`src/verilog/burst_buffer.sv`:
```
module burst_buffer #(
	parameter int FIFO_DEPTH = 32                   // entries, also the longest burst
) (
	input  logic                          clk,
	input  logic                          rst_n,
	input  logic                          user_push,  // user strobe, ignored while eng_own
	input  logic [7:0]                    user_wdata,
	input  logic                          user_pop,   // user strobe, ignored while eng_own
	output logic [7:0]                    user_rdata, // head byte, combinational
	input  logic                          eng_own,    // engine owns both ports for the burst
	input  logic                          eng_push,
	input  logic [7:0]                    eng_wdata,
	input  logic                          eng_pop,
	input  logic                          flush,      // drop everything buffered
	output logic [7:0]                    eng_rdata,
	output logic                          empty,
	output logic                          full,
	output logic [$clog2(FIFO_DEPTH):0]   count
);

	localparam int AW = (FIFO_DEPTH > 1) ? $clog2(FIFO_DEPTH) : 1;

	logic [7:0]    mem [FIFO_DEPTH];                // byte storage
	logic [AW-1:0] wptr;
	logic [AW-1:0] rptr;
	logic          push;                            // push request from current owner
	logic          pop;                             // pop request from current owner
	logic [7:0]    wdata;
	logic          do_push;
	logic          do_pop;

	// wrap explicitly so any depth works, not just powers of two
	function automatic logic [AW-1:0] next_ptr(input logic [AW-1:0] p);
		return (p == AW'(FIFO_DEPTH - 1)) ? '0 : p + 1'b1;
	endfunction

	assign push    = eng_own ? eng_push : user_push;  // ownership mux
	assign pop     = eng_own ? eng_pop : user_pop;
	assign wdata   = eng_own ? eng_wdata : user_wdata;
	assign do_push = push && !full;                 // overflow pushes are dropped
	assign do_pop  = pop && !empty;                 // underflow pops are ignored

	assign empty      = (count == '0);
	assign full       = (count == ($clog2(FIFO_DEPTH) + 1)'(FIFO_DEPTH));
	assign user_rdata = mem[rptr];                  // both sides see the same head
	assign eng_rdata  = mem[rptr];

	always_ff @(posedge clk) begin
		if (do_push && !flush) begin
			mem[wptr] <= wdata;
		end
	end

	always_ff @(posedge clk) begin
		if (!rst_n || flush) begin
			wptr  <= '0;
			rptr  <= '0;
			count <= '0;
		end else begin
			if (do_push) begin
				wptr <= next_ptr(wptr);
			end
			if (do_pop) begin
				rptr <= next_ptr(rptr);
			end
			count <= count + do_push - do_pop;  // net change this cycle
		end
	end

	// the sequencer checks level before it moves data
	a_eng_no_overflow: assert property (@(posedge clk) disable iff (!rst_n)
		eng_own && eng_push |-> !full);
	a_eng_no_underflow: assert property (@(posedge clk) disable iff (!rst_n)
		eng_own && eng_pop |-> !empty);

endmodule

```
`config.mk`:
```
export PLATFORM = sky130hd
export DESIGN_NAME = burst_buffer
export DESIGN_NICKNAME = d
export VERILOG_FILES = /design/src/verilog/burst_buffer.sv
export SDC_FILE = /design/constraint.sdc
export NUM_CORES = 1
export LEC_CHECK = 0
export ABC_AREA = 1
export BUFFER_PORTS_ARGS = -buffer_cell sky130_fd_sc_hd__clkbuf_2
export CAP_MARGIN = 25
export CORE_AREA = 5 5 142 144
export DETAILED_ROUTE_END_ITERATION = 10
export DIE_AREA = 0 0 147 149
export PLACE_DENSITY = 0.8
export SYNTH_ARGS = -nofsm -noshare
export SYNTH_HDL_FRONTEND = slang
export SYNTH_SLANG_ARGS = --single-unit
```
`constraint.sdc`:
```
create_clock -name clk -period 6.31 [get_ports clk]
set_input_delay 0.631 -clock clk [delete_from_list [all_inputs] [get_ports clk]]
set_output_delay 0.631 -clock clk [all_outputs]
set_load 0.01 [all_outputs]
```
## Word-level counts from Yosys, hierarchy flattened

Memory sizes are Yosys's and may differ from the RTL's. A register that Yosys moved wholly into a read port is not among the register bits.
Cells that the tools add are included.

- $add $sub $neg: 4
- Equality and inequality tests: 3
- Muxes and demuxes: 9
- Reduce and logical (&&, ||, !) cells: 9

Operators by type and width:

| operator | count |
|---|---|
| 5-bit two-way mux | 4 |
| 5-bit by 1-bit adder with 5-bit output, second input constant | 2 |
| 5-bit equality test, second input constant | 2 |
| 8-bit two-way mux | 1 |
| 6-bit by 1-bit adder with 6-bit output | 1 |
| 6-bit equality test, second input constant | 1 |
| 6-bit logical NOT | 1 |
| 6-bit by 1-bit subtractor with 6-bit output | 1 |
| 1-bit logical NOT | 4 |
| 1-bit two-way mux | 4 |
| 1-bit logical AND | 3 |
| 1-bit logical OR | 1 |

- Register bits after elaboration: 16
- Bits in writable memories: 256
- Input bits: 24
- Output and inout bits: 24
- Word-level logic and storage cells: 29
- Memories: 1

Memory list:

| name | depth | bits a word | rd ports | clocked after Yosys merged registers in | write ports | RTL line | text |
|---|---|---|---|---|---|---|---|
| mem | 32 | 8 | 1 | 1 | 1 | 23 | `logic [7:0] mem [FIFO_DEPTH];` |

## Longest topological paths before layout

- Word-level depth: 6
- Depth in mapped cells: 15
- Mapped depth without buffers: 15

## Worst setup path after synthesis

No wires, ideal clock.

- Path type: input to register
- From: in eng_own
- To: reg count[4]
- Setup time: 121 ps
- Data arrival time: 2405 ps
- Data required time: 6189 ps
- Setup slack: 3785 ps
- Stages on the path: 14
- Buffers on the path: 1
- Path through: buf_6 nand2_1 o21ai_2 nand2_4 ha_1 inv_1 ha_1 fa_1 nand2_1 inv_1 o21ai_0 nand2_1 o21ai_0 a21oi_1

- Cells in the longest elaborated chain, start to end: 4
- Elaborated cells between the ends (all ways): 6
- Classes of those cells: add/sub: 2; mux: 2; reduce/logical: 2

Ends and longest elaborated chain:

| item | RTL line | text |
|---|---|---|
| start, declared | 10 | `input logic eng_own,` |
| 1-bit two-way mux | 37 | `assign push = eng_own ? eng_push : user_push;` |
| 1-bit logical AND | 40 | `assign do_push = push && !full;` |
| 6-bit by 1-bit adder with 6-bit output | 66 | `count <= count + do_push - do_pop;` |
| 6-bit by 1-bit subtractor with 6-bit output (*) | 66 |  |
| end signal, assigned | 66 |  |
| end, declared | 18 | `output logic [$clog2(FIFO_DEPTH):0] count` |

Every way passes the cells marked *; elsewhere a longest branch is shown, timed or not.
A chain may end at the register's enable or synchronous reset.

==> flow_metrics.py <==
metrics = {
    "clock_tree": {
        "cts_resized": 0,
        "root_buffer": "clkbuf_16",
        "cts_setup_buffers": 0,
        "ctsLongestPathBuffers": 3,
        "htreeDepth": 1,
        "cts_hold_buf": 0,
        "clock_sinks": 277,
        "worstSkewPairLatency_ns": 0.55,
        "cts_tree": "built",
        "cts.clk_slew.worst_paths_ns": 0.06,
        "cts-buffers-inserted": 28,
    },
    "sta": {
        "relSlewSlack": 0.3076,
        "whs_ns": 0.3770,
        "clock_skew_ns": 0.01735,
        "tightest_slew_ns": 1.037,
        "fmax_mhz": 228.3,
        "period_needed_ns": 4.379,
        "final-hold-violation-count": 0,
        "report.final.slew_viol_count": 0,
        "rsz0062_at_grt": "no",
        "period_share": 0.6940,
        "setup_ws_ns": 1.931,
        "fin_tns_setup_ns": 0,
        "setup_viol_count_final": 0,
    },
    "layout": {
        "antenna_cells": 0,
        "final_cell_mix": "nand2_1 (383), edfxtp_1 (256), nand3_1 (200)",
        "layout-drive-gt1-share": 0.1061,
        "fin_area_sq_um": 13020,
        "area_growth_pct": 9.272,
        "final_net_count": 1131,
        "layout_commonest_cell": "nand2_1",
        "final_cell_count_no_fill": 1346,
    },
    "placed_design": {
        "placed_area_sq_um": 12020,
        "gp_congestion": 0.8334,
        "port-buffer-count": 47,
        "preCtsSetupSlack_ns": 2.588,
        "placedCellCount": 1294,
        "dp_hpwl_microns": 16070,
    },
    "grt": {
        "grt.total_usage": 0.2515,
        "antenna_found_initial": 0,
        "grt_pass1_vias": 7981,
        "grt-ovfl-total": 0,
        "grt_max_degree": 88,
        "grt_pass1_wl_microns": 42840,
    },
    "setup_path": {
        "path_class": "flip-flop to primary output",
        "crit_fanout": 70,
        "arrival_ns": 3.75,
        "cp-start-kind": "flip-flop",
        "cp-end-kind": "primary output",
        "crit_required_ns": 5.68,
    },
    "status": {
        "outcome": "finished clean",
    },
    "job": {
        "drv_cap": 0,
    },
    "yosys": {
        "ys_ff_latch": 277,
        "yosysSeqAreaShare": 0.6805,
        "syn_area_sq_um": 11920,
        "synth.distinct_cells": 30,
        "synth-main-ff-cell": "edfxtp_1",
        "syn_inst": 1068,
        "synth_nets": 1109,
        "syn_avg_cell_area_sq_um": 11.16,
        "synth-edff-count": 256,
        "yosysWarnings": 0,
        "async_flop_share": 0,
    },
    "power_and_ir_drop": {
        "ir_worst_vdd_mv": 0.2745,
        "p_leak_nw": 4.911,
        "power.density_nw_per_um2": 379.3,
    },
    "route": {
        "viasPerCell": 6.006,
        "routedWlPerCell_microns": 20.35,
        "route.top_layer_used": "met4",
        "drt_iter0_markers": 1027,
        "wirelength_met1_microns": 10430,
        "wl_microns": 27390,
        "drc": 0,
        "ant_nets": 0,
        "vias": 8084,
        "met2WireLength_microns": 13150,
        "drt_pass1_iterations": 6,
        "wl_met3_microns": 2929,
    },
    "floorplan": {
        "core_area_sq_um": 18580,
        "die_y_microns": 149,
        "rows": 50,
        "dieArea_sq_um": 21900,
        "ios": 48,
        "fp.dieW_microns": 147,
        "start_util": 0.6413,
    },
    "min_path": {
        "hold_path_class": "input port to flip-flop",
    },
}
-- through the flow --
step | util | total power [mW]
floorplan | - | 2.960
global placement | 0.6471 | 3.145
detailed placement | 0.6471 | 3.178
CTS | 0.7007 | 4.942
global route | 0.7007 | 5.159
finish | 0.7007 | 4.938
-- cell type report --
type,count,area [sq um]
flip-flops and latches,277,8113
fillers,1281,5560
multi-input cells,694,3199
clock buffers,42,794.5
well taps,234,292.8
repair buffers,53,280.3
clock inverters,10,201.4
inverters,36,138.9
-- critical path, stage by stage, from the launching register on --
cell and delay (ns):
dfxtp_4 0.64, clkinv_2 0.93, buf_4 0.67, nand2_1 0.15, nand3_1 0.09, nand3_1 0.14, nand2_1 0.06, nand2_1 0.08
nand2_1 0.09, nand2_1 0.08, nand2_1 0.10, clkbuf_2 0.15
-- flip-flops by register name (all words and copies together) (netlist names), named ones only --
register / count
rptr: 5
count: 6
mem: 256
wptr: 5
-- report_power, final --
group          switching [mW]  internal [mW]
combinational           0.735          0.323
sequential             0.0437           2.05
clock                   0.669           1.11
-- final timing paths --
kind	startpoint	endpoint	slack, ns	depth (start not counted)
max	flip-flop	eng_rdata[1]	1.93	11
min	rst_n	count[0]	0.38	3
max reg2reg	count[2]	count[4]	3.67	15
min reg2reg	wptr[0]	wptr[0]	0.52	2
-- cell usage after synthesis, types with 4 or more instances --
master    number  share of area
buf_2         19         0.0080
ha_1          16          0.017
nand2_1      383           0.12
o21ai_0        7         0.0029
nand2_4        4         0.0038
a21oi_1        7         0.0029
dfxtp_1       21          0.035
buf_6         23          0.022
inv_1         32          0.010
buf_4         12         0.0076
nand4_1        4         0.0021
buf_1          4         0.0013
nor2_1        49          0.015
nor3_1         5         0.0021
mux2_2         8         0.0076
edfxtp_1     256           0.65
nand3_1      200          0.084
-- per-layer routing --
layer,GRT usage,vias up
li1,-,3707
met1,0.3422,3798
met2,0.4095,493
met3,0.04892,86
met4,0.09320,0
met5,0,-
-- cells by family (layout without fill, tap and decap cells) --
group,Yosys count,after routing,synth area share
compound gates,18,18,0.008506
fa+ha+maj,17,17,0.01848
mux,8,8,0.007561
flops,277,277,0.6805
xor+xnor,1,1,0.0007352
simple gates,650,650,0.2332
buf+inv,97,141,0.05103
Power figures use the tool's default switching activity.
