## config.mk

```make
export PLATFORM = sky130hd
export DESIGN_NAME = sram_sequencer
export DESIGN_NICKNAME = d
export VERILOG_FILES = /design/src/verilog/qspi_sram_pkg.sv /design/src/verilog/sram_sequencer.sv
export SDC_FILE = /design/constraint.sdc
export NUM_CORES = 1
export LEC_CHECK = 0
export BUFFER_PORTS_ARGS = -buffer_cell sky130_fd_sc_hd__buf_4
export CAP_MARGIN = 10
export CORE_ASPECT_RATIO = 1.1
export CORE_MARGIN = 2
export CORE_UTILIZATION = 35
export DETAILED_ROUTE_END_ITERATION = 8
export PLACE_DENSITY_LB_ADDON = 0.1
export SLEW_MARGIN = 20
export SYNTH_ARGS = -nofsm -noshare
export SYNTH_HDL_FRONTEND = slang
export SYNTH_SLANG_ARGS = --single-unit
```

## constraint.sdc

```tcl
create_clock -name clk -period 3.1 [get_ports clk]
set_clock_uncertainty 0.1 [all_clocks]
set_input_delay 0.62 -clock clk [delete_from_list [all_inputs] [get_ports clk]]
set_output_delay 0.62 -clock clk [all_outputs]
set_load 0.02 [all_outputs]
```

## src/verilog/qspi_sram_pkg.sv

```systemverilog
package qspi_sram_pkg;

	// byte level operations the sequencer hands to the phy
	typedef enum logic [1:0] {
		OP_GAP   = 2'd0,                            // one spi clock, no data, sck held low
		OP_SEND1 = 2'd1,                            // 8 bits msb first on lane 0
		OP_SEND4 = 2'd2,                            // one byte on four lanes, high nibble first
		OP_RECV4 = 2'd3                             // one byte sampled on four lanes
	} op_t;

	// sram opcodes
	localparam logic [7:0] CMD_QUAD_ENTER = 8'h38;  // enter sqi mode, sent single lane
	localparam logic [7:0] CMD_WRITE      = 8'h02;  // sequential write
	localparam logic [7:0] CMD_READ       = 8'h03;  // sequential read, dummy byte follows address

	// four phases per spi clock, sck high in phases 2 and 3
	localparam logic [1:0] PH_DRIVE  = 2'd1;        // lanes change on entry to this phase
	localparam logic [1:0] PH_SAMPLE = 2'd3;        // lanes sampled on entry to this phase

	// spi clocks with cs_n high after each burst
	localparam int HANGUP_GAPS = 2;

endpackage

```

## src/verilog/sram_sequencer.sv

```systemverilog
module sram_sequencer import qspi_sram_pkg::*; #(
	parameter int FIFO_DEPTH  = 32,
	parameter int ADDR_BYTES  = 2,
	parameter int DUMMY_BYTES = 1
) (
	input  logic                        clk,
	input  logic                        rst_n,
	input  logic                        write_cmd,  // one cycle strobe
	input  logic                        read_cmd,   // one cycle strobe
	input  logic [8*ADDR_BYTES-1:0]     address,
	input  logic [$clog2(FIFO_DEPTH):0] read_len,
	output logic                        busy,
	output logic                        eng_own,
	output logic                        eng_push,
	output logic [7:0]                  eng_wdata,
	output logic                        eng_pop,
	output logic                        flush,
	input  logic [7:0]                  eng_rdata,
	input  logic                        empty,
	output logic                        op_start,   // one cycle pulse to the phy
	output op_t                         op,
	output logic [7:0]                  tx_byte,
	output logic                        cs_active,  // level, phy turns it into cs_n
	input  logic                        op_done,
	input  logic [7:0]                  rx_byte     // valid with op_done
);

	localparam int AW = 8 * ADDR_BYTES;
	localparam int LW = $clog2(FIFO_DEPTH) + 1;
	localparam int CW = $clog2(FIFO_DEPTH + ADDR_BYTES + DUMMY_BYTES + HANGUP_GAPS) + 1;

	typedef enum logic [2:0] {
		S_LEAD,                                     // start gap with cs active
		S_IDLE,
		S_OPCODE,
		S_ADDR,
		S_DUMMY,
		S_DATA,
		S_HANGUP
	} state_t;

	state_t        state;
	logic [7:0]    cmd_r;                           // opcode of the running sequence
	logic [AW-1:0] addr_r;                          // shifts left as bytes go out
	logic [LW-1:0] len_r;                           // read length
	logic [CW-1:0] cnt;                             // bytes or gaps left in this state
	logic          waiting;                         // op in flight, wait for op_done
	logic          is_write;

	assign is_write = (cmd_r == CMD_WRITE);
	assign eng_own  = busy;                         // user side locked out until busy falls

	always_ff @(posedge clk) begin
		if (!rst_n) begin
			state     <= S_LEAD;                    // init runs straight out of reset
			cmd_r     <= CMD_QUAD_ENTER;
			addr_r    <= '0;
			len_r     <= '0;
			cnt       <= '0;
			waiting   <= 1'b0;
			busy      <= 1'b1;
			cs_active <= 1'b0;
			op_start  <= 1'b0;
			op        <= OP_GAP;
			eng_push  <= 1'b0;
			eng_pop   <= 1'b0;
			flush     <= 1'b0;
		end else begin
			op_start <= 1'b0;                       // strobes default low
			eng_push <= 1'b0;
			eng_pop  <= 1'b0;
			flush    <= 1'b0;
			if (waiting) begin
				if (op_done) begin              // advance once the phy finishes
					waiting <= 1'b0;
					case (state)
						S_LEAD: state <= S_OPCODE;
						S_OPCODE: begin
							if (cmd_r == CMD_QUAD_ENTER) begin
								state <= S_HANGUP;  // init ends after 0x38
								cnt   <= CW'(HANGUP_GAPS);
							end else begin
								state <= S_ADDR;
								cnt   <= CW'(ADDR_BYTES);
							end
						end
						S_ADDR: begin
							cnt <= cnt - 1'b1;
							if (cnt == CW'(1)) begin
								if (is_write) begin
									state <= S_DATA;
								end else if (DUMMY_BYTES > 0) begin
									state <= S_DUMMY;
									cnt   <= CW'(DUMMY_BYTES);
								end else begin
									state <= S_DATA;
									cnt   <= CW'(len_r);
								end
							end
						end
						S_DUMMY: begin
							cnt <= cnt - 1'b1;      // byte discarded
							if (cnt == CW'(1)) begin
								state <= S_DATA;
								cnt   <= CW'(len_r);
							end
						end
						S_DATA: begin
							if (!is_write) begin
								eng_push  <= 1'b1;  // read byte into buffer
								eng_wdata <= rx_byte;
								cnt       <= cnt - 1'b1;
								if (cnt == CW'(1)) begin
									state <= S_HANGUP;
									cnt   <= CW'(HANGUP_GAPS);
								end
							end
						end
						S_HANGUP: begin
							cnt <= cnt - 1'b1;
							if (cnt == CW'(1)) begin
								state <= S_IDLE;
								busy  <= 1'b0;  // burst over
							end
						end
						default: state <= S_IDLE;
					endcase
				end
			end else begin
				case (state)
					S_IDLE: begin
						if (write_cmd || read_cmd) begin
							cmd_r  <= write_cmd ? CMD_WRITE : CMD_READ;  // write wins
							addr_r <= address;
							busy   <= 1'b1;
							state  <= S_LEAD;
							if (!write_cmd) begin
								len_r <= read_len;
								flush <= 1'b1;      // stale bytes out before reading
							end
						end
					end
					S_LEAD: begin
						op        <= OP_GAP;
						cs_active <= 1'b1;          // select ahead of the first clock
						op_start  <= 1'b1;
						waiting   <= 1'b1;
					end
					S_OPCODE: begin
						op       <= (cmd_r == CMD_QUAD_ENTER) ? OP_SEND1 : OP_SEND4;
						tx_byte  <= cmd_r;
						op_start <= 1'b1;
						waiting  <= 1'b1;
					end
					S_ADDR: begin
						op       <= OP_SEND4;
						tx_byte  <= addr_r[AW-1 -: 8];  // msb first
						addr_r   <= addr_r << 8;
						op_start <= 1'b1;
						waiting  <= 1'b1;
					end
					S_DUMMY: begin
						op       <= OP_RECV4;
						op_start <= 1'b1;
						waiting  <= 1'b1;
					end
					S_DATA: begin
						if (!is_write) begin
							op       <= OP_RECV4;
							op_start <= 1'b1;
							waiting  <= 1'b1;
						end else if (!empty) begin
							op       <= OP_SEND4;
							tx_byte  <= eng_rdata;  // head byte goes out
							eng_pop  <= 1'b1;
							op_start <= 1'b1;
							waiting  <= 1'b1;
						end else begin
							state <= S_HANGUP;      // buffer drained
							cnt   <= CW'(HANGUP_GAPS);
						end
					end
					S_HANGUP: begin
						op        <= OP_GAP;
						cs_active <= 1'b0;          // deselect for the gaps
						op_start  <= 1'b1;
						waiting   <= 1'b1;
					end
					default: state <= S_IDLE;
				endcase
			end
		end
	end

	// read bursts must fit the buffer since there is no back-pressure
	a_read_len_range: assert property (@(posedge clk) disable iff (!rst_n)
		(state == S_IDLE) && !waiting && read_cmd && !write_cmd |->
		(read_len >= 1) && (read_len <= FIFO_DEPTH));

endmodule

```

Word level (Yosys, flattened, before mapping)
Cells that the tools add are included.
- register bits: 65
- latch bits: 0
- RAM bits: 0
- ROM bits: 0
- input port bits: 44
- output and inout bits: 25
- memories kept: 0
- $add $sub $neg: 1
- $mul: 0
- divide/modulo/power cells: 0
- $lt $le $gt $ge: 0
- equality and inequality tests: 25
- shift-type cells: 0
- mux-type cells: 49
- bitwise logic cells: 7
- reduce and logical (&&, ||, !) cells: 28
- operator list (kind ; count):
    2-to-1 mux 7 bit ; 10
    case mux 7 bit (5 select lines) ; 1
    2-to-1 mux 3 bit ; 11
    case mux 16 bit (2 select lines) ; 1
    inequality test 3 bit, second input constant ; 9
    case mux 8 bit (3 select lines) ; 1
    case mux 3 bit (6 select lines) ; 1
    2-to-1 mux 16 bit ; 1
    2-to-1 mux 8 bit ; 2
    AND reduction 5 bit ; 3
    2-to-1 mux 1 bit ; 14
    nonzero test 2 bit ; 7
    case mux 2 bit (5 select lines) ; 1
    AND reduction 10 bit ; 1
    nonzero test 5 bit ; 2
    == test 3 bit, second input constant ; 3
    case mux 3 bit (3 select lines) ; 1
    AND reduction 3 bit ; 3
    == test 8 x 2 -> 1 bit, second input constant ; 1
    == test 8 x 6 -> 1 bit, second input constant ; 1
    inequality test 2 bit, second input constant ; 4
    AND reduction 4 bit ; 2
    OR reduction 4 bit ; 2
    == test 7 x 1 -> 1 bit, second input constant ; 1
    other kinds (14) ; 27

Longest topological paths before layout
Gate-level depths: netlist of run 1.
- word-level depth: 6
- mapped depth: 8
- depth with buffers taken out: 7

Least setup slack after synthesis of run 1
OpenSTA, ideal clock, no wires.
- path kind: input port to flip-flop
- start point: input rst_n
- end point: register eng_wdata[0], enable pin
- arrival: 1.629 ns
- data required time: 2.617 ns
- slack: 0.988 ns
- cell stages on the path: 3
- buffers on the path: 1
- cells stage by stage: clkinv_1 clkbuf_1 nor3_1
- word-level cells in the longest chain between the ends: 1
- ends and longest elaborated chain (element ; RTL line ; source):
    from (decl) ; sram_sequencer.sv:7 ; input logic rst_n,
    AND reduction 5 bit (no line) ; - ;
    to (signal assigned) ; sram_sequencer.sv:111 ; eng_wdata <= rx_byte;
    to (decl) ; sram_sequencer.sv:15 ; output logic [7:0] eng_wdata,
Every way passes these cells.
A chain may end at the register's enable or synchronous reset.

Worst setup path after layout of run 1
- start point: register cnt[1]
- end point: register cnt[3]
- word-level cells in the longest chain between the ends: 6
- elaborated cells between the ends (all ways): 10
- ends and longest elaborated chain (element ; RTL line ; source):
    from (decl) ; sram_sequencer.sv:46 ; logic [CW-1:0] cnt;
    from (signal assigned) ; sram_sequencer.sv:81 ; cnt <= CW'(HANGUP_GAPS);
    from (signal assigned) ; sram_sequencer.sv:84 ; cnt <= CW'(ADDR_BYTES);
    from (signal assigned) ; sram_sequencer.sv:88 ; cnt <= cnt - 1'b1;
    subtractor 7 x 1 -> 7 bit / == test 7 x 1 -> 1 bit (equally long branches) ; - ;
    2-to-1 mux 7 bit, on equally long branches ; sram_sequencer.sv:113, sram_sequencer.sv:90 ;
    2-to-1 mux 7 bit, on equally long branches ; sram_sequencer.sv:109, sram_sequencer.sv:89 ;
    case mux 7 bit (5 select lines) * ; sram_sequencer.sv:76 ; case (state)
    2-to-1 mux 7 bit * ; sram_sequencer.sv:74 ; if (op_done) begin
    2-to-1 mux 7 bit * ; sram_sequencer.sv:73 ; if (waiting) begin
Every way passes the cells marked *; elsewhere a longest branch is shown, timed or not. The select of a mux whose other input is x is not followed.

==> results of run 1 <==
-- flip-flops by register name, indices dropped and copies added (netlist names) --
register / flops
flush: 1
op: 2
eng_push: 1
cmd_r: 3
len_r: 6
state: 3
waiting: 1
cnt: 7
op_start: 1
eng_pop: 1
eng_wdata: 8
addr_r: 16
cs_active: 1
busy: 1
tx_byte: 8
-- cells in the mapped netlist (6+ instances only) --
master                     count
sky130_fd_sc_hd__o21ai_0       6
sky130_fd_sc_hd__clkbuf_1     12
sky130_fd_sc_hd__a311oi_1     10
sky130_fd_sc_hd__dfxtp_1      44
sky130_fd_sc_hd__mux2i_1       7
sky130_fd_sc_hd__nor3_1        6
sky130_fd_sc_hd__a22oi_1       8
sky130_fd_sc_hd__nor2_1       44
sky130_fd_sc_hd__inv_1         9
sky130_fd_sc_hd__edfxtp_1     16
sky130_fd_sc_hd__nand2_1      37
sky130_fd_sc_hd__a211oi_1      6
sky130_fd_sc_hd__a21oi_1      17
-- power groups by stage --
stage / Clock [mW] / Combinational [mW] / Sequential (mW)
2_1_floorplan: 0 / 0.220 / 0.897
3_3_place_gp: 0 / 0.345 / 0.891
3_5_place_dp: 0 / 0.346 / 0.892
4_1_cts: 0.820 / 0.347 / 0.875
5_1_grt: 0.843 / 0.386 / 0.881
6_report: 0.800 / 0.346 / 0.875
-- cell type report --
cell class                      count  area [sq um]
Clock inverter                      2          38.8
Fill cell                         767          4190
Timing Repair Buffer               79           593
Inverter                           10          37.5
Multi-Input combinational cell    214          1330
Sequential cell                    60          1360
Tap cell                          108           135
Clock buffer                       14           194
-- metal layers --
| metal | vias up | share of wire [%] | GRT usage [%] |
|---|---|---|---|
| met5 | - | 0 | 0 |
| met4 | 0 | 2.4 | 8.17 |
| met3 | 14 | 5.7 | 3.67 |
| met2 | 97 | 44 | 25.1 |
| met1 | 1173 | 48 | 24.7 |
| li1 | 1266 | - | - |
-- stage by stage --
stage	std cells	cell area (sq um)
floorplan	305	2840
global placement	471	3450
detailed placement	471	3450
CTS	487	3680
global route	487	3680
finish	487	3680
-- worst max-delay path by stage --
stage | end | depth (start not counted)
6_report | cnt[3]$_SDFFE_PN0P_ | 7
3_3_place_gp | cnt[2]$_SDFFE_PN0P_ | 6
4_1_cts | cnt[2]$_SDFFE_PN0P_ | 7
2_1_floorplan | eng_wdata[0]$_DFFE_PP_ | 3
5_1_grt | addr_r[8]$_SDFFE_PN0P_ | 5
3_5_place_dp | cnt[4]$_SDFFE_PN0P_ | 6
-- worst max-delay path: cells and delay by family, from the launching register on --
| family | cells | cell delay, ns |
|---|---|---|
| adders and majority gates | 1 | 0.19 |
| AOI/OAI and AO/OA | 3 | 0.62 |
| buffers and inverters | 1 | 0.11 |
| DFF | 1 | 0.35 |
| and+or+nand+nor | 2 | 0.76 |
-- cells by family after synthesis --
kind of cell | after synthesis | synth area share (%)
buf+inv | 31 | 5.33
simple gates | 123 | 21.5
compound gates | 82 | 21.8
flops | 60 | 48.0
mux | 7 | 2.47
fa+ha+maj | 2 | 0.882
==> impl_metrics.csv, run 1 <==
group,metric,value,unit
yosys,ys.warnings.count,0,
clocking,ctsResizeCount,0,
floorplanning,floorplan.io_pins,69,
hold_path,hold_critical_path_endpoint,"eng_wdata[5]$_DFFE_PP_",
yosys,netlist_top_cells_area,"sky130_fd_sc_hd__dfxtp_1, sky130_fd_sc_hd__edfxtp_1, sky130_fd_sc_hd__nor2_1",
sta,setup_viol,0,
clocking,clock_latency_of_the_later_clocked_register_in_the_worst_skew_pair,0.33,ns
worst_setup_path,timing.rr.end,"cnt[3]$_SDFFE_PN0P_",
placement,dpl_worst_slack,0.889,ns
floorplanning,die_width,89.9,um
worst_setup_path,crit_required,3.21,ns
run,max-cap-violations,0,
power_and_ir_drop,power.leakage,1.40,nW
worst_setup_path,critical_path_peak_fanout,6,
placement,hpwlAfterDp,5400,um
floorplanning,fp.dieArea,8840,sq um
clocking,cts.sinks,60,
worst_setup_path,reg2reg_setup_slack,0.85,ns
yosys,postSynthNetCount,351,
yosys,postSynthAreaPerCell,9.30,sq um
yosys,yosys.area.top_type_share,31.0,%
status,outcome,"completed",
sta,maxClockFrequency,445,MHz
yosys,synth_seq_cells,60,
worst_setup_path,critical_path.endpoint_type,"flip-flop",
sta,finalCriticalPeriod,2.25,ns
sta,hold_violations,0,
clocking,postCtsSetupRepairBufs,0,
clocking,ctsHoldBuffers,0,
power_and_ir_drop,total_power,2.02,mW
floorplanning,placementRows,34,
worst_setup_path,timing.reg2reg.worst_path_depth,7,
cells_and_area,syn2layout_area_growth,29.8,%
floorplanning,die_h,98.4,um
sta,post_route_setup_tns,0,ns
power_and_ir_drop,switching_share,26.8,%
worst_setup_path,timing.critical_path.from,"cnt[1]$_SDFFE_PN0P_",
cells_and_area,post-route-util,46.8,%
global_route,first_global_vias,2417,
yosys,synth_edf_count,16,
hold_path,hp-class,"primary input to flip-flop",
global_route,grt.total_usage,17.3,%
clocking,cts_buffers,9,
power_and_ir_drop,intPower,1.48,mW
routing,via_count,2550,
clocking,clk_pin_slew,0.07,ns
worst_setup_path,worst_ep_arrival_time,2.36,ns
routing,drt.antenna.violating_nets,0,
hold_path,holdPathStages,1,
power_and_ir_drop,power_switching,0.541,mW
clocking,cts.htree.levels,3,
yosys,synth_largest_area_cell,"sky130_fd_sc_hd__dfxtp_1",
yosys,post_synth_num_cell_types,54,
cells_and_area,share_of_cells_above_drive_strength_1,27.7,%
cells_and_area,insertedDiodeCount,0,
routing,routed_wl,7460,um
worst_setup_path,critical_path.startpoint_type,"flip-flop",
yosys,synth_area,2840,sq um
cells_and_area,layout_commonest_cell,"sky130_fd_sc_hd__buf_4",
clocking,tritoncts,"done",
cells_and_area,final_nets,420,
power_and_ir_drop,max-vdd-ir-drop,259,uV
routing,drt_drc_violations_left,0,
sta,timing.max_slew.rel_slack,51.1,%
worst_setup_path,crit_path_top_delay_cell,"sky130_fd_sc_hd__or4b_1",
floorplanning,core,7870,sq um
yosys,synthCells,305,
placement,io_buffer_count,68,
routing,via_per_inst,5.24,
sta,worstMarginPinSlew,0.729,ns
sta,slew_viol_final,0,
global_route,gr-total-overflow,0,
placement,routabilityCongestion,0.832,
worst_setup_path,worst_r2r_startpoint,"cnt[1]$_SDFFE_PN0P_",
global_route,antenna_violations_before_repair,0,
clocking,maximum_number_of_buffers_from_clock_root_to_sink,2,
global_route,grt_pass1_wl,12300,um
power_and_ir_drop,clockPowerShare,39.6,%
yosys,synth_sequential_area_ratio,48.0,%
worst_setup_path,path_cells,"inv_1, ha_1, or4b_1, o31ai_1, nand3_1, a32oi_1, o221ai_1",
sta,timing.final.crit_share,72.6,%
hold_path,hold_start,"rx_byte[5]",
sta,rsz_0062_raised_after_global_routing,"no",
worst_setup_path,worstSetupPathType,"flip-flop to flip-flop",
yosys,postSynth.asyncResetShare,0,%
routing,detail_route.wl_per_cell,15.3,um
power_and_ir_drop,comb_power_share,17.1,%
power_and_ir_drop,seq_power_share,43.3,%
routing,detail_route.iter0.violations,220,
clocking,clock-root-buffer,"sky130_fd_sc_hd__clkbuf_8",
worst_setup_path,critical-path-max-stage-delay,0.51,ns
power_and_ir_drop,power-per-cell-area,548,nW/um^2
yosys,synth-main-ff-cell,"sky130_fd_sc_hd__dfxtp_1",
sta,holdWs,0.360,ns
global_route,grt_max_degree,28,
sta,fin_ws,0.851,ns
cells_and_area,layout.cells.most_common_list,"sky130_fd_sc_hd__buf_4, sky130_fd_sc_hd__nor2_1, sky130_fd_sc_hd__dfxtp_1",
routing,drt-pass1-iter-count,4,
floorplanning,initial_utilization,36.1,%
Note: power is estimated with default switching activity, not from simulation.
==> inputs of run 2 (changes only) <==
- ABC_AREA: not set -> 1
- clock period: 3.1 -> 2.3 ns (I/O delays scaled with it)
==> run 2 against run 1 <==
Worst hold slack worse by 0.17 ns. Non-clock buffer count decreased by 5. Fmax up 13%. Count of clock-buffer cells in the layout fell by 3.
==> impl_metrics.csv, run 2 <==
group,metric,value,unit
clocking,cts.htree.levels,3,
yosys,yosysMostFrequentCell,"sky130_fd_sc_hd__nand2_1",
yosys,synth_area,2880,sq um
cells_and_area,insertedDiodeCount,0,
cells_and_area,syn2layout_area_growth,28.3,%
floorplanning,initial_utilization,36.2,%
floorplanning,floorplan.io_pins,69,
yosys,synth_largest_area_cell,"sky130_fd_sc_hd__dfxtp_1",
sta,setup_viol,0,
worst_setup_path,timing.critical_path.max_delay_family,"simple AND/OR/NAND/NOR gates",
global_route,grt_max_degree,24,
floorplanning,die_h,99.2,um
cells_and_area,final_nets,474,
yosys,synthSimpleGateAreaFrac,29.2,%
sta,finalCriticalPeriod,1.99,ns
yosys,postSynthAreaPerCell,8.12,sq um
power_and_ir_drop,power.leakage,1.58,nW
sta,worstMarginPinSlew,0.392,ns
yosys,post_synth_num_cell_types,40,
placement,dpl_worst_slack,0.295,ns
worst_setup_path,critical_path.startpoint_type,"flip-flop",
clocking,maximum_number_of_buffers_from_clock_root_to_sink,2,
cells_and_area,final.fill_count,828,
routing,detail_route.wl_per_cell,13.1,um
hold_path,hp-class,"primary input to flip-flop",
worst_setup_path,worstSetupPathType,"flip-flop to flip-flop",
yosys,yosys-top-cells-count,"sky130_fd_sc_hd__nand2_1, sky130_fd_sc_hd__dfxtp_1, sky130_fd_sc_hd__nor2_1",
worst_setup_path,worst_path_most_repeated_cell,"sky130_fd_sc_hd__nand2_1",
routing,drt.antenna.violating_nets,0,
placement,placed_area,3490,sq um
yosys,synth_sequential_area_ratio,47.2,%
routing,routed_wl,7090,um
sta,timing.max_slew.rel_slack,73.8,%
clocking,ctsHoldBuffers,0,
sta,timing.final.crit_share,86.7,%
cells_and_area,layout.cells.most_common_list,"sky130_fd_sc_hd__nand2_1, sky130_fd_sc_hd__buf_4, sky130_fd_sc_hd__dfxtp_1",
global_route,gr-total-overflow,0,
worst_setup_path,crit_required,2.48,ns
cells_and_area,layout_top_registers,"addr_r x16, eng_wdata x8, tx_byte x8",
yosys,largest_family_of_logic_cells_by_synthesized_area,"simple AND/OR/NAND/NOR gates",
cells_and_area,largest-register,"addr_r",
clocking,clk_pin_slew,0.06,ns
routing,drt_drc_violations_left,0,
status,outcome,"completed",
cells_and_area,number_of_flip_flops_in_the_largest_register,16,
yosys,synth_seq_cells,60,
routing,detail_route.iter0.violations,159,
clocking,cts.sinks,60,
worst_setup_path,worst_ep_arrival_time,2.17,ns
worst_setup_path,cp.buffers_inverters,1,
sta,hold_violations,0,
yosys,synth-main-ff-cell,"sky130_fd_sc_hd__dfxtp_1",
worst_setup_path,path_cells,"nand3_2, inv_2, nand2_1, nand2_2, nand2_1, nand2_1, nand2_1, a21oi_2",
yosys,synthCells,355,
cells_and_area,finish.instance_area,3700,sq um
yosys,synth_compound_area_share,15.0,%
worst_setup_path,critical_path_peak_fanout,19,
placement,io_buffer_count,68,
yosys,synthMuxAreaShare,0,%
sta,fin_ws,0.306,ns
yosys,synthAdderAreaFrac,0.868,%
floorplanning,fp.dieArea,8980,sq um
floorplanning,placementRows,34,
sta,post_route_setup_tns,0,ns
clocking,cts_buffers,9,
routing,via_per_inst,4.65,
clocking,clock_latency_of_the_later_clocked_register_in_the_worst_skew_pair,0.34,ns
global_route,grt.total_usage,17.2,%
yosys,ys.warnings.count,0,
sta,holdWs,0.195,ns
cells_and_area,share_of_cells_above_drive_strength_1,29.1,%
power_and_ir_drop,max-vdd-ir-drop,432,uV
clocking,clock-root-buffer,"sky130_fd_sc_hd__clkbuf_8",
yosys,netlist_top_cells_area,"sky130_fd_sc_hd__dfxtp_1, sky130_fd_sc_hd__edfxtp_1, sky130_fd_sc_hd__nand2_1",
sta,slew_viol_final,0,
worst_setup_path,critical-path-max-stage-delay,0.54,ns
global_route,first_global_vias,2541,
global_route,grt_pass1_wl,12400,um
worst_setup_path,crit_path_top_delay_cell,"sky130_fd_sc_hd__dfxtp_1",
clocking,ctsResizeCount,0,
sta,maxClockFrequency,501,MHz
yosys,postSynth.asyncResetShare,0,%
placement,hpwlAfterDp,5440,um
power_and_ir_drop,power-per-cell-area,832,nW/um^2
yosys,postSynthNetCount,401,
routing,drt-pass1-iter-count,4,
worst_setup_path,critical_path.endpoint_type,"flip-flop",
global_route,antenna_violations_before_repair,0,
cells_and_area,layout_commonest_cell,"sky130_fd_sc_hd__nand2_1",
yosys,synth-xor-area-share,1.22,%
yosys,yosys.area.top_type_share,30.6,%
yosys,synth_edf_count,16,
floorplanning,die_width,90.5,um
sta,rsz_0062_raised_after_global_routing,"no",
floorplanning,core,7960,sq um
run,max-cap-violations,0,
clocking,postCtsSetupRepairBufs,0,
routing,via_count,2516,
placement,routabilityCongestion,0.835,
worst_setup_path,reg2reg_setup_slack,0.31,ns
clocking,tritoncts,"done",
run 2: cell count changes after synthesis, sizes merged, moves of 8 or more:
cell / change
nand2: +80
clkbuf: -10
a22oi: -8
inv: +17
nand3: +12
a21oi: +8
a311oi: -10
o21ai: +16
run 2: power breakdown:
group / internal, mW / switching (mW) / total (mW)
registers: 1.20 / 0.0893 / 1.29
clock network: 0.605 / 0.408 / 1.01
logic: 0.298 / 0.478 / 0.775
total: 2.10 / 0.974 / 3.08
run 2: cell families (layout without fill, tap and decap cells):
group                      count (synthesis)  after routing
AOI/OAI and AO/OA                         68             68
and+or+nand+nor                          182            182
DFF                                       60             60
adders and majority gates                  2              2
buffers and inverters                     39            117
xor gates and xnor gates                   4              4
run 2: cell type report:
class                   instances  area [sq um]  area share, %
multi-input cells             256          1330           36.1
inverters                      27           104           2.81
flip-flops and latches         60          1360           36.8
well taps                     108           135           3.65
clock inverters                 5          76.3           2.06
repair buffers                 74           556           15.0
clock buffers                  11           131           3.55
run 2: routing by layer:
layer / vias up / wire (um) / global-route usage, %
met2: 66 / 3170 / 26.5
met1: 1108 / 3460 / 23.6
met5: - / 0 / 0
met4: 0 / 163 / 7.34
met3: 15 / 299 / 3.33
li1: 1327 / - / -
run 2: worst reg2reg max path, cell delays in order, from the launching register on:
cell and delay, ns:
sky130_fd_sc_hd__dfxtp_1 0.54, sky130_fd_sc_hd__nand3_2 0.37, sky130_fd_sc_hd__inv_2 0.38, sky130_fd_sc_hd__nand2_1 0.11, sky130_fd_sc_hd__nand2_2 0.14, sky130_fd_sc_hd__nand2_1 0.06
sky130_fd_sc_hd__nand2_1 0.06, sky130_fd_sc_hd__nand2_1 0.06, sky130_fd_sc_hd__a21oi_2 0.11
run 2: final timing paths:
kind | startpoint | endpoint | cells past startpoint
max | state[0]$_SDFFE_PN0P_ | cnt[4]$_SDFFE_PN0P_ | 8
max reg2reg | state[0]$_SDFFE_PN0P_ | cnt[4]$_SDFFE_PN0P_ | 8
min | empty | eng_pop$_SDFF_PP0_ | 2
min reg2reg | op[1]$_SDFFE_PN0P_ | op[1]$_SDFFE_PN0P_ | 2
run 2: per-stage QoR:
stage	util, %	total power [mW]	std cells
final	46.5	3.08	541
after global routing	46.5	3.27	541
after CTS	46.5	3.11	541
after detailed placement	43.9	2.09	525
after global placement	43.9	2.08	525
after floorplan	-	1.86	355
